--- config.mk ---
export PLATFORM = sky130hd
export DESIGN_NAME = MemRegReadTop
export DESIGN_NICKNAME = d
export VERILOG_FILES = /design/src/rtl/MemRrPkg.sv /design/src/rtl/PhysRegFile.sv /design/src/rtl/RegReadArbiter.sv /design/src/rtl/MemRegReadStage.sv /design/src/rtl/MemRegReadTop.sv
export VERILOG_INCLUDE_DIRS = /design/src /design/src/rtl
export SDC_FILE = /design/constraint.sdc
export NUM_CORES = 2
export LEC_CHECK = 0
export BUFFER_PORTS_ARGS = -buffer_cell sky130_fd_sc_hd__buf_4
export CORE_MARGIN = 2
export CORE_UTILIZATION = 45
export CTS_CLUSTER_DIAMETER = 40
export DETAILED_ROUTE_END_ITERATION = 8
export SLEW_MARGIN = 20
export SYNTH_ARGS = -nofsm -noshare
export SYNTH_HDL_FRONTEND = slang
export SYNTH_SLANG_ARGS = --single-unit
--- constraint.sdc ---
create_clock -name clk -period 9.3 [get_ports clk]
set_clock_uncertainty 0.15 [all_clocks]
set_input_delay 1.395 -clock clk [delete_from_list [all_inputs] [get_ports clk]]
set_output_delay 1.395 -clock clk [all_outputs]
set_load 0.005 [all_outputs]
--- src/rtl/memRr_params.svh ---
// ==================================================
// Sizing macros for the memory register-read block.
// Include wherever register count, data width or
// active-list pointer width is needed.
// ==================================================

`ifndef MEMRR_PARAMS_SVH
`define MEMRR_PARAMS_SVH

// Physical register count
`define MEMRR_NUM_PREG 32

// Data path and PC width
`define MEMRR_DATA_W 32

// Active-list pointer width
`define MEMRR_AL_W 5

`endif

--- src/rtl/MemRrPkg.sv ---
// ==================================================
// Shared types for the memory register-read block:
// operands, memory ops, lane payloads, recovery
// info, read port structs and the flush test.
// ==================================================

`include "memRr_params.svh"

package MemRrPkg;

    // Operand source
    typedef enum logic [1:0] {
        OotReg = 2'd0,
        OotImm = 2'd1,
        OotPc  = 2'd2
    } OperandType;

    typedef logic [$clog2(`MEMRR_NUM_PREG)-1:0] PRegNum;
    typedef logic [`MEMRR_AL_W-1:0] ActiveListPtr;
    typedef logic [`MEMRR_DATA_W-1:0] DataWord;

    typedef struct packed {
        DataWord data;
        logic    ready;
    } Operand;

    // Fields carried by every memory op
    typedef struct packed {
        PRegNum       srcA;
        PRegNum       srcB;
        OperandType   typeA;
        OperandType   typeB;
        DataWord      imm;
        DataWord      pc;
        ActiveListPtr alPtr;
        logic [3:0]   tag;
    } MemOpCommon;

    typedef struct packed {
        logic [1:0] size;
        logic       signExt;
    } LoadPayload;

    typedef struct packed {
        logic [1:0] size;
        logic [3:0] byteMask;
    } StorePayload;

    typedef struct packed {
        logic         flushAll;
        logic         flushRange;
        ActiveListPtr head;
        ActiveListPtr tail;
    } RecoveryInfo;

    typedef struct packed {
        logic   valid;
        PRegNum srcA;
        PRegNum srcB;
    } ReadReq;

    typedef struct packed {
        Operand a;
        Operand b;
    } ReadResp;

    // Range is head inclusive, tail exclusive, and may wrap
    function automatic logic shouldFlush(RecoveryInfo rec, ActiveListPtr ptr);
        logic inRange;
        if (rec.head <= rec.tail) begin
            inRange = (ptr >= rec.head) && (ptr < rec.tail);
        end else begin
            inRange = (ptr >= rec.head) || (ptr < rec.tail);
        end
        return rec.flushAll || (rec.flushRange && inRange);
    endfunction

endpackage

--- src/rtl/PhysRegFile.sv ---
// ==================================================
// Physical register file with per-register ready
// bits. One combinational read pair, one allocate
// port and one writeback port.
// ==================================================

`timescale 1ns/1ns

`include "memRr_params.svh"

module PhysRegFile import MemRrPkg::*; (
    input  logic    clk,
    input  logic    rst,
    input  ReadReq  rdReq,
    output ReadResp rdResp,
    input  logic    allocValid,
    input  PRegNum  allocReg,
    input  logic    wbValid,
    input  PRegNum  wbReg,
    input  DataWord wbData
);

    DataWord                    regData [`MEMRR_NUM_PREG];
    logic [`MEMRR_NUM_PREG-1:0] regReady;

    always_ff @(posedge clk) begin
        if (rst) begin
            for (int i = 0; i < `MEMRR_NUM_PREG; i++) begin
                regData[i] <= '0;
            end
            regReady <= '1;
        end else begin
            if (allocValid) begin
                regReady[allocReg] <= 1'b0;
            end
            // Writeback is last so it wins over allocate
            if (wbValid) begin
                regData[wbReg]  <= wbData;
                regReady[wbReg] <= 1'b1;
            end
        end
    end

    // Reads see the state before this edge's writes
    always_comb begin
        rdResp.a.data  = regData[rdReq.srcA];
        rdResp.a.ready = regReady[rdReq.srcA];
        rdResp.b.data  = regData[rdReq.srcB];
        rdResp.b.ready = regReady[rdReq.srcB];
    end

endmodule

--- src/rtl/RegReadArbiter.sv ---
// ==================================================
// Two-way round-robin arbiter for the shared read
// pair. Grants one lane per cycle and steers the
// winning request onto the register file port.
// ==================================================

`timescale 1ns/1ns

module RegReadArbiter import MemRrPkg::*; (
    input  logic   clk,
    input  logic   rst,
    input  ReadReq loadReq,
    input  ReadReq storeReq,
    output logic   loadGrant,
    output logic   storeGrant,
    output ReadReq portReq
);

    // High when the store lane won the last contested cycle
    logic lastStore;
    logic contested;

    assign contested = loadReq.valid && storeReq.valid;

    always_comb begin
        loadGrant  = loadReq.valid && (!storeReq.valid || lastStore);
        storeGrant = storeReq.valid && (!loadReq.valid || !lastStore);
    end

    // Idle cycles fall through to the load request, whose valid is low
    assign portReq = storeGrant ? storeReq : loadReq;

    always_ff @(posedge clk) begin
        if (rst) begin
            // Load lane goes first after reset
            lastStore <= 1'b1;
        end else if (contested) begin
            lastStore <= !lastStore;
        end
    end

endmodule

--- src/rtl/MemRegReadStage.sv ---
// ==================================================
// One register-read lane. Holds an issued memory op
// until it wins the read port, then presents the op
// with its resolved operands. Payload type is set
// per lane by the PayloadT parameter.
// ==================================================

`timescale 1ns/1ns

module MemRegReadStage import MemRrPkg::*; #(
    parameter type PayloadT = LoadPayload
) (
    input  logic        clk,
    input  logic        rst,
    input  logic        backEndStall,
    input  RecoveryInfo recovery,

    input  logic        issueValid,
    input  MemOpCommon  issueOp,
    input  PayloadT     issuePayload,
    output logic        issueStall,

    output ReadReq      readReq,
    input  logic        readGrant,
    input  ReadResp     readResp,

    output logic        outValid,
    output MemOpCommon  outOp,
    output PayloadT     outPayload,
    output Operand      operandA,
    output Operand      operandB
);

    function automatic DataWord selectOperand(
        OperandType opType,
        DataWord    regVal,
        DataWord    immVal,
        DataWord    pcVal
    );
        case (opType)
            OotImm:  return immVal;
            OotPc:   return pcVal;
            default: return regVal;
        endcase
    endfunction

    // Stage register
    logic       opValid;
    MemOpCommon op;
    PayloadT    payload;

    logic heldFlush;
    logic incomingFlush;
    logic leave;
    logic slotFree;
    logic accept;

    always_comb begin
        heldFlush     = opValid && shouldFlush(recovery, op.alPtr);
        incomingFlush = shouldFlush(recovery, issueOp.alPtr);

        // Op leaves once it holds the port and nothing blocks it
        leave    = opValid && readGrant && !backEndStall && !heldFlush;
        slotFree = !opValid || leave || heldFlush;

        issueStall = backEndStall || !slotFree;
        accept     = issueValid && !issueStall;
    end

    assign readReq.valid = opValid && !backEndStall;
    assign readReq.srcA  = op.srcA;
    assign readReq.srcB  = op.srcB;

    always_ff @(posedge clk) begin
        if (rst) begin
            opValid <= 1'b0;
        end else if (accept) begin
            // An op arriving under a matching recovery is killed on entry
            opValid <= !incomingFlush;
        end else if (heldFlush || leave) begin
            opValid <= 1'b0;
        end
    end

    always_ff @(posedge clk) begin
        if (accept) begin
            op      <= issueOp;
            payload <= issuePayload;
        end
    end

    // Output side
    assign outValid   = leave;
    assign outOp      = op;
    assign outPayload = payload;

    always_comb begin
        operandA.data  = selectOperand(op.typeA, readResp.a.data, op.imm, op.pc);
        operandA.ready = (op.typeA != OotReg) || readResp.a.ready;
        operandB.data  = selectOperand(op.typeB, readResp.b.data, op.imm, op.pc);
        operandB.ready = (op.typeB != OotReg) || readResp.b.ready;
    end

endmodule

--- src/rtl/MemRegReadTop.sv ---
// ==================================================
// Register-read top level for the memory back end.
// Connects the load and store lanes, the read-port
// arbiter and the shared physical register file.
// ==================================================

`timescale 1ns/1ns

module MemRegReadTop import MemRrPkg::*; (
    input  logic        clk,
    input  logic        rst,
    input  logic        backEndStall,
    input  RecoveryInfo recovery,

    // Load lane issue
    input  logic        loadIssueValid,
    input  MemOpCommon  loadIssueOp,
    input  LoadPayload  loadIssuePayload,
    output logic        loadIssueStall,

    // Store lane issue
    input  logic        storeIssueValid,
    input  MemOpCommon  storeIssueOp,
    input  StorePayload storeIssuePayload,
    output logic        storeIssueStall,

    // Register file writes
    input  logic        allocValid,
    input  PRegNum      allocReg,
    input  logic        wbValid,
    input  PRegNum      wbReg,
    input  DataWord     wbData,

    // Load lane out
    output logic        loadOutValid,
    output MemOpCommon  loadOutOp,
    output LoadPayload  loadOutPayload,
    output Operand      loadOperandA,
    output Operand      loadOperandB,

    // Store lane out
    output logic        storeOutValid,
    output MemOpCommon  storeOutOp,
    output StorePayload storeOutPayload,
    output Operand      storeOperandA,
    output Operand      storeOperandB
);

    ReadReq  loadReq;
    ReadReq  storeReq;
    ReadReq  portReq;
    ReadResp rdResp;
    logic    loadGrant;
    logic    storeGrant;

    MemRegReadStage #(.PayloadT(LoadPayload)) loadStage (
        .clk(clk), .rst(rst), .backEndStall(backEndStall), .recovery(recovery),
        .issueValid(loadIssueValid), .issueOp(loadIssueOp),
        .issuePayload(loadIssuePayload), .issueStall(loadIssueStall),
        .readReq(loadReq), .readGrant(loadGrant), .readResp(rdResp),
        .outValid(loadOutValid), .outOp(loadOutOp), .outPayload(loadOutPayload),
        .operandA(loadOperandA), .operandB(loadOperandB)
    );

    MemRegReadStage #(.PayloadT(StorePayload)) storeStage (
        .clk(clk), .rst(rst), .backEndStall(backEndStall), .recovery(recovery),
        .issueValid(storeIssueValid), .issueOp(storeIssueOp),
        .issuePayload(storeIssuePayload), .issueStall(storeIssueStall),
        .readReq(storeReq), .readGrant(storeGrant), .readResp(rdResp),
        .outValid(storeOutValid), .outOp(storeOutOp), .outPayload(storeOutPayload),
        .operandA(storeOperandA), .operandB(storeOperandB)
    );

    RegReadArbiter arbiter (
        .clk(clk), .rst(rst),
        .loadReq(loadReq), .storeReq(storeReq),
        .loadGrant(loadGrant), .storeGrant(storeGrant),
        .portReq(portReq)
    );

    PhysRegFile regFile (
        .clk(clk), .rst(rst),
        .rdReq(portReq), .rdResp(rdResp),
        .allocValid(allocValid), .allocReg(allocReg),
        .wbValid(wbValid), .wbReg(wbReg), .wbData(wbData)
    );

endmodule

# [Word-level counts from Yosys, hierarchy flattened]
# Memories as Yosys holds them, arrays and structs flattened.
# Cells that the tools add are included.
[word_totals] out_inout_bits=319 reg_bits=218 mem_bits_ro=0 n_memories=1 input_bits=244 elab_cells=151 ram_bits=1024 latch_bits=0
[mem_list] memory="regFile.regData" depth=32 width=32 rd=2 rd_clocked_by_memory_dff=0 wr=32 line_no="PhysRegFile.sv:23" source="DataWord regData [`MEMRR_NUM_PREG];"
[op_classes] div_mod_pow=0 n_bitwise=3 multipliers=0 order_cmp=15 eq_ne=8 muxes=32 addsub=0 shift=0 reduce_logical=68
[op_table] cell="$pmux W32 S2" n=4
[op_table] cell="$mux W32" n=4
[op_table] cell="$and A32 B32 Y32" n=1
[op_table] cell="$not A32 Y32" n=1
[op_table] cell="$or A32 B32 Y32" n=1
[op_table] cell="$reduce_or A32 Y1" n=1
[op_table] cell="$logic_and A1 B1 Y1" n=25
[op_table] cell="$lt A5 B6 Y1 const B" n=4
[op_table] cell="$logic_or A1 B1 Y1" n=22
[op_table] cell="$ge A5 B5 Y1" n=4
[op_table] cell="$lt A5 B5 Y1" n=4
[op_table] cell="$mux W1" n=18
[op_table] cell="$logic_not A1 Y1" n=14
[op_table] cell="$reduce_bool A2 Y1" n=6
[op_table] cell="$bmux W1 S5" n=2
[op_table] cell="$demux W1 S5" n=2
[op_table] cell="$ge A5 B1 Y1 const B" n=2
[op_table] cell="$mux W10" n=1
[op_table] cell="$eq A2 B1 Y1 const B" n=4
[op_table] cell="$eq A2 B2 Y1 const B" n=4
[op_table] cell="$le A5 B5 Y1" n=1
[op_table] cell="$mux W5" n=1

# [Logic depth before layout (Yosys ltp)]
[depth] word_depth=15 depth_mapped=10 depth_no_buf=9

# [Hierarchy]
# From an unflattened synthesis, not the netlist that was laid out.
[unflattened] cells_unflattened=5677 area_unflattened_um2=67310.8
[modules_own_cells] mod="PhysRegFile" area_each_um2=57709.1 n_inst=1 seq_area_each_um2=31390.1 cells_per_inst=4827
[modules_own_cells] mod="MemRegReadStage (storeStage)" area_each_um2=4749.6 n_inst=1 seq_area_each_um2=2812.7 cells_per_inst=417
[modules_own_cells] mod="MemRegReadStage (loadStage)" area_each_um2=4659.5 n_inst=1 seq_area_each_um2=2722.6 cells_per_inst=414
[modules_own_cells] mod="RegReadArbiter" area_each_um2=192.7 n_inst=1 seq_area_each_um2=20.0 cells_per_inst=19

# [Worst setup path before layout]
# Ideal clock, no wire load.
[synth_timing] path_type="flip-flop to flip-flop" startpoint="reg loadStage.op (netlist bit loadStage.outOp[5])" endpoint="reg loadStage.op (netlist bit loadStage.outOp[0]) (enable)" setup_time_ns=0.569 period_less_slack_ns=6.649 setup_slack_ns=2.651 path_buffers=0 t_arrival_ns=5.930 required_time_ns=8.581 stages_incl_launch_ff=8 cell_sequence="edfxtp_1 > ha_1 > a21o_1 > a21oi_1 > o21ai_0 > maj3_1 > nand2b_1 > a21oi_1"
[synth_between] elab_chain_len=14 word_cells_on_any_way=16 classes_between="order compare: 2; mux: 1; reduce/logical: 13"
[synth_rtl] element="from (decl)" line_no="MemRegReadStage.sv:49" source="MemOpCommon op;"
[synth_rtl] element="from (signal assigned)" line_no="MemRegReadStage.sv:87" source="op <= issueOp;"
[synth_rtl] element="$ge A5 B5 Y1 / $lt A5 B5 Y1 (equally long branches)" line_no="MemRrPkg.sv:71, MemRrPkg.sv:73"
[synth_rtl] element="$logic_or A1 B1 Y1 / $logic_and A1 B1 Y1 (equally long branches)" line_no="MemRrPkg.sv:73, MemRrPkg.sv:71"
[synth_rtl] element="$mux W1 *" line_no="MemRrPkg.sv:70" source="if (rec.head <= rec.tail) begin"
[synth_rtl] element="$logic_and A1 B1 Y1 *" line_no="MemRrPkg.sv:75" source="return rec.flushAll || (rec.flushRange && inRange);"
[synth_rtl] element="$logic_or A1 B1 Y1 *" line_no="MemRrPkg.sv:75"
[synth_rtl] element="$logic_and A1 B1 Y1 *" line_no="MemRegReadStage.sv:59" source="heldFlush = opValid && shouldFlush(recovery, op.alPtr);"
[synth_rtl] element="$logic_not A1 Y1" line_no="MemRegReadStage.sv:63" source="leave = opValid && readGrant && !backEndStall && !heldFlush;"
[synth_rtl] element="$logic_and A1 B1 Y1" line_no="MemRegReadStage.sv:63"
[synth_rtl] element="$logic_or A1 B1 Y1" line_no="MemRegReadStage.sv:64" source="slotFree = !opValid || leave || heldFlush;"
[synth_rtl] element="$logic_or A1 B1 Y1 *" line_no="MemRegReadStage.sv:64"
[synth_rtl] element="$logic_not A1 Y1 *" line_no="MemRegReadStage.sv:66" source="issueStall = backEndStall || !slotFree;"
[synth_rtl] element="$logic_or A1 B1 Y1 *" line_no="MemRegReadStage.sv:66"
[synth_rtl] element="$logic_not A1 Y1 *" line_no="MemRegReadStage.sv:67" source="accept = issueValid && !issueStall;"
[synth_rtl] element="$logic_and A1 B1 Y1 *" line_no="MemRegReadStage.sv:67"
[synth_rtl] element="named net loadStage.accept" line_no="MemRegReadStage.sv:56" source="logic accept;"
# Mark *: on every way through the listed nets, which the timed path passes. The rest lies on a longest branch.
# A chain may end at the register's enable or synchronous reset.

==> summary.txt <==
Run status
  • Status: finished, final reports clean

Yosys
  • Unique masters post-synth: 59
  • Mapped Area: 68,900 µm²
  • Ys async rst share: 0%
  • #FFs+latches synth: approximately 1.2k
  • Gate Count Post-Synth: a little over 6k
  • Most common cell in the netlist: edfxtp_1
  • Mapped Nets: between 6k and 7k
  • Synth top area share: 52.6%
  • Number of enable flip-flop cells after synthesis: 1,207
  • Mean area per synthesized cell: around 11 µm²
  • YS warnings: 0
  • Main synth FF type: edfxtp_1
  • Largest cells by area after synthesis: edfxtp_1, a211oi_1, and3_1, and2_1, o41ai_1
  • Synth cell count leaders: edfxtp_1, and3_1, a211oi_1
  • Sequential share of the synthesized area: around 54%
  • Area leader, netlist: edfxtp_1

Global route
  • Number of global-route vias before repair: between 50k and 60k
  • Initial antenna violation count: 87
  • Grt total ovfl: 0
  • Pin count of the biggest net entering global routing: around 220
  • First-pass GRT wire length: between 400,000 and 500,000 µm
  • Tot GR Track Use: about 43%

Final layout
  • Layout cell share with drive strength beyond 1: approximately a fifth
  • Final Cell Area: around 82,000 µm²
  • Nets: approximately 6.7k
  • Synth-to-Final Area Change: 19.6%

Placed design
  • IO Port Bufs: around 560
  • Area after DPL: approximately 75,000 µm²
  • DP HPWL: approximately 200,000 µm
  • Worst slack, placed: a little under 2 ns
  • Gpl congestion: 1.02

Clock network
  • Post-CTS setup repair buffer count: 0
  • CTS resizes: 0
  • Sink Count: around 1.2k
  • CTS buffer count: 210
  • # hold bufs at CTS: 0
  • CTS Buffer Depth: 3
  • H-tree depth: 4
  • Clk Latency, worst-skew pair: around 0.87 ns
  • CTS tree: yes
  • Root buffer cell: clkbuf_16
  • Clk slew on worst S/H paths: roughly 0.05 ns

Timing
  • Achievable frequency: approximately 130 MHz
  • Final setup violation count: 0
  • Hold Fails Final Rpt: 0
  • Final worst setup slack: approximately 1.6 ns
  • Setup TNS: 0 ns
  • Final cycle utilization of the critical path: between 80 and 90%
  • Min Tclk post-route: 7.66 ns
  • Final max-slew violation count: 0
  • Least-Margin Pin Slew: ~1.4 ns
  • RSZ-0062 raised after global routing: false
  • Worst slew margin: 8.10%

Detailed routing
  • DR vias: 61.7k
  • DR WL/cell: about 40 µm
  • Total Routed Length: roughly 340,000 µm
  • Drt via density: around 7.2
  • Iteration-0 DRC Markers: between 10k and 15k
  • Antenna viol nets, final: 0
  • First-pass DRT Iterations: 8
  • Residual DRC: 0

Setup path
  • Critical path launch point type: input pin
  • CP Data Required Time: slightly below 8 ns
  • Crit path max fanout: 94
  • Arr. time, crit path: 6.11 ns
  • Critical Path End Type: primary output
  • Setup CP Type: in2out
  • R2R depth: 8

Power and ir drop
  • Pleak: around 30 nW
  • Pwr dens: just over 200 nW/µm²
  • P_sw: about 4.8 mW
  • Clk pwr share: 48.6%
  • Maximum vdd ir drop: 218 µV
  • P_int: 12.3 mW
  • Sequential Power Share: between 30% and 40%
  • Sw frac: around 28%
  • Logic pwr share: 12.4%

Floorplan
  • I/O pin count: 563
  • DIE WIDTH: 395 µm
  • Die height: between 300 and 400 µm
  • Rows: between 100 and 150
  • Core Box Area: around 150,000 µm²
  • Die ar.: 156,000 µm²
  • Initial Util: a little under half

Worst hold path
  • Worst hold-check path type: reg2reg
  • Cells on Worst Hold Path: 2

Run
  • Max cap viols: 0
==> sequential cells by signal, summed over array words and instances, names as in the netlist <==
| register | flops |
|---|---|
| storeStage.outPayload | 6 |
| regFile.regReady | 32 |
| loadStage.opValid | 1 |
| loadStage.outOp | 87 |
| regFile.regData | 1024 |
| storeStage.outOp | 87 |
| arbiter.lastStore | 1 |
| loadStage.outPayload | 3 |
| storeStage.opValid | 1 |
==> final timing paths <==
check | startpoint | end | slack (ns)
setup / recovery | backEndStall | loadOperandA[26] | 1.64
hold / removal | regFile.regReady[17] | regFile.regReady[17] | 0.33
setup reg to reg | loadStage.outOp[5] | loadStage.outOp[21] | 5.24
hold reg to reg | regFile.regReady[17] | regFile.regReady[17] | 0.33
==> worst max-delay path, stage by stage <==
cell and delay (ns):
buf_4 0.14, a21oi_2 0.63, nand3_4 0.57, nand2_8 0.77, buf_4 0.51, a211oi_1 0.14
o41ai_1 0.61, and4_1 0.75, mux2_2 0.30, buf_4 0.13
==> power by group through the flow <==
| stage | combinational [mW] | clock [mW] | sequential, mW |
|---|---|---|---|
| after detailed placement | 2.01 | 0 | 6.73 |
| after floorplan | 0.966 | 0 | 6.65 |
| final | 2.12 | 8.28 | 6.63 |
| after CTS | 2.02 | 8.28 | 6.62 |
| after global routing | 2.15 | 8.54 | 6.65 |
| after global placement | 2.00 | 0 | 6.72 |
==> cell families after synthesis <==
| logic type | share of synthesized area, % |
|---|---|
| and+or+nand+nor | 21.7 |
| xor gates and xnor gates | 0.0127 |
| buffers and inverters | 4.51 |
| DFF | 53.6 |
| muxes | 1.05 |
| adders and majority gates | 0.992 |
| AOI/OAI and AO/OA | 18.1 |
==> per-layer routing <==
metal / vias up / global-route usage, % / share of wire (%)
met2: 5732 / 60.4 / 42
met3: 1347 / 16.8 / 15
met1: 30100 / 52.5 / 35
li1: 24500 / - / -
met4: 46 / 31.5 / 8.2
met5: - / 1.11 / 0.16
==> through the flow <==
step / hold WS [ns] / power [mW] / instances / utilization, %
3_3_place_gp: 0.312 / 8.71 / 8175 / 49.2
3_5_place_dp: 0.316 / 8.73 / 8175 / 49.2
6_report: 0.332 / 17.0 / 8628 / 54.3
2_1_floorplan: 0.298 / 7.62 / 6138 / -
4_1_cts: 0.329 / 16.9 / 8574 / 54.2
5_1_grt: 0.347 / 17.3 / 8591 / 54.2
==> cell usage in the layout (no fill, tap or decap), types with 16 or more instances in the layout <==
cell | synthesis | routed
a22o_1 | 64 | 64
mux2_2 | 64 | 64
and2_1 | 1025 | 1025
inv_6 | 0 | 18
a22oi_1 | 64 | 64
nand2b_1 | 45 | 45
clkinv_2 | 0 | 31
o21ai_0 | 39 | 39
edfxtp_1 | 1207 | 1207
diode_2 | 0 | 54
clkbuf_16 | 0 | 212
clkinvlp_4 | 0 | 22
a21oi_1 | 19 | 18
o21a_1 | 68 | 68
a211oi_1 | 1057 | 1057
clkinv_4 | 0 | 16
and4_1 | 66 | 66
nand3b_1 | 17 | 17
and3_1 | 1059 | 1059
o41ai_1 | 264 | 263
or2_2 | 33 | 33
buf_12 | 0 | 32
buf_4 | 14 | 706
dfxtp_1 | 35 | 35
ha_1 | 53 | 45
clkinv_1 | 0 | 27
nor2_4 | 0 | 32
inv_1 | 24 | 24
nand2_1 | 81 | 75
bufinv_16 | 0 | 32
==> cell type report <==
type	instances	area, µm²
Inverter	25	93.8
Sequential cell	1242	36900
Clock buffer	231	5420
Fill cell	12700	69500
Antenna cell	54	135
Multi-Input combinational cell	4140	29200
Timing Repair Buffer	738	5940
Clock inverter	168	2120
Tap cell	2030	2540
No activity file was read; power rests on OpenSTA's default activity.
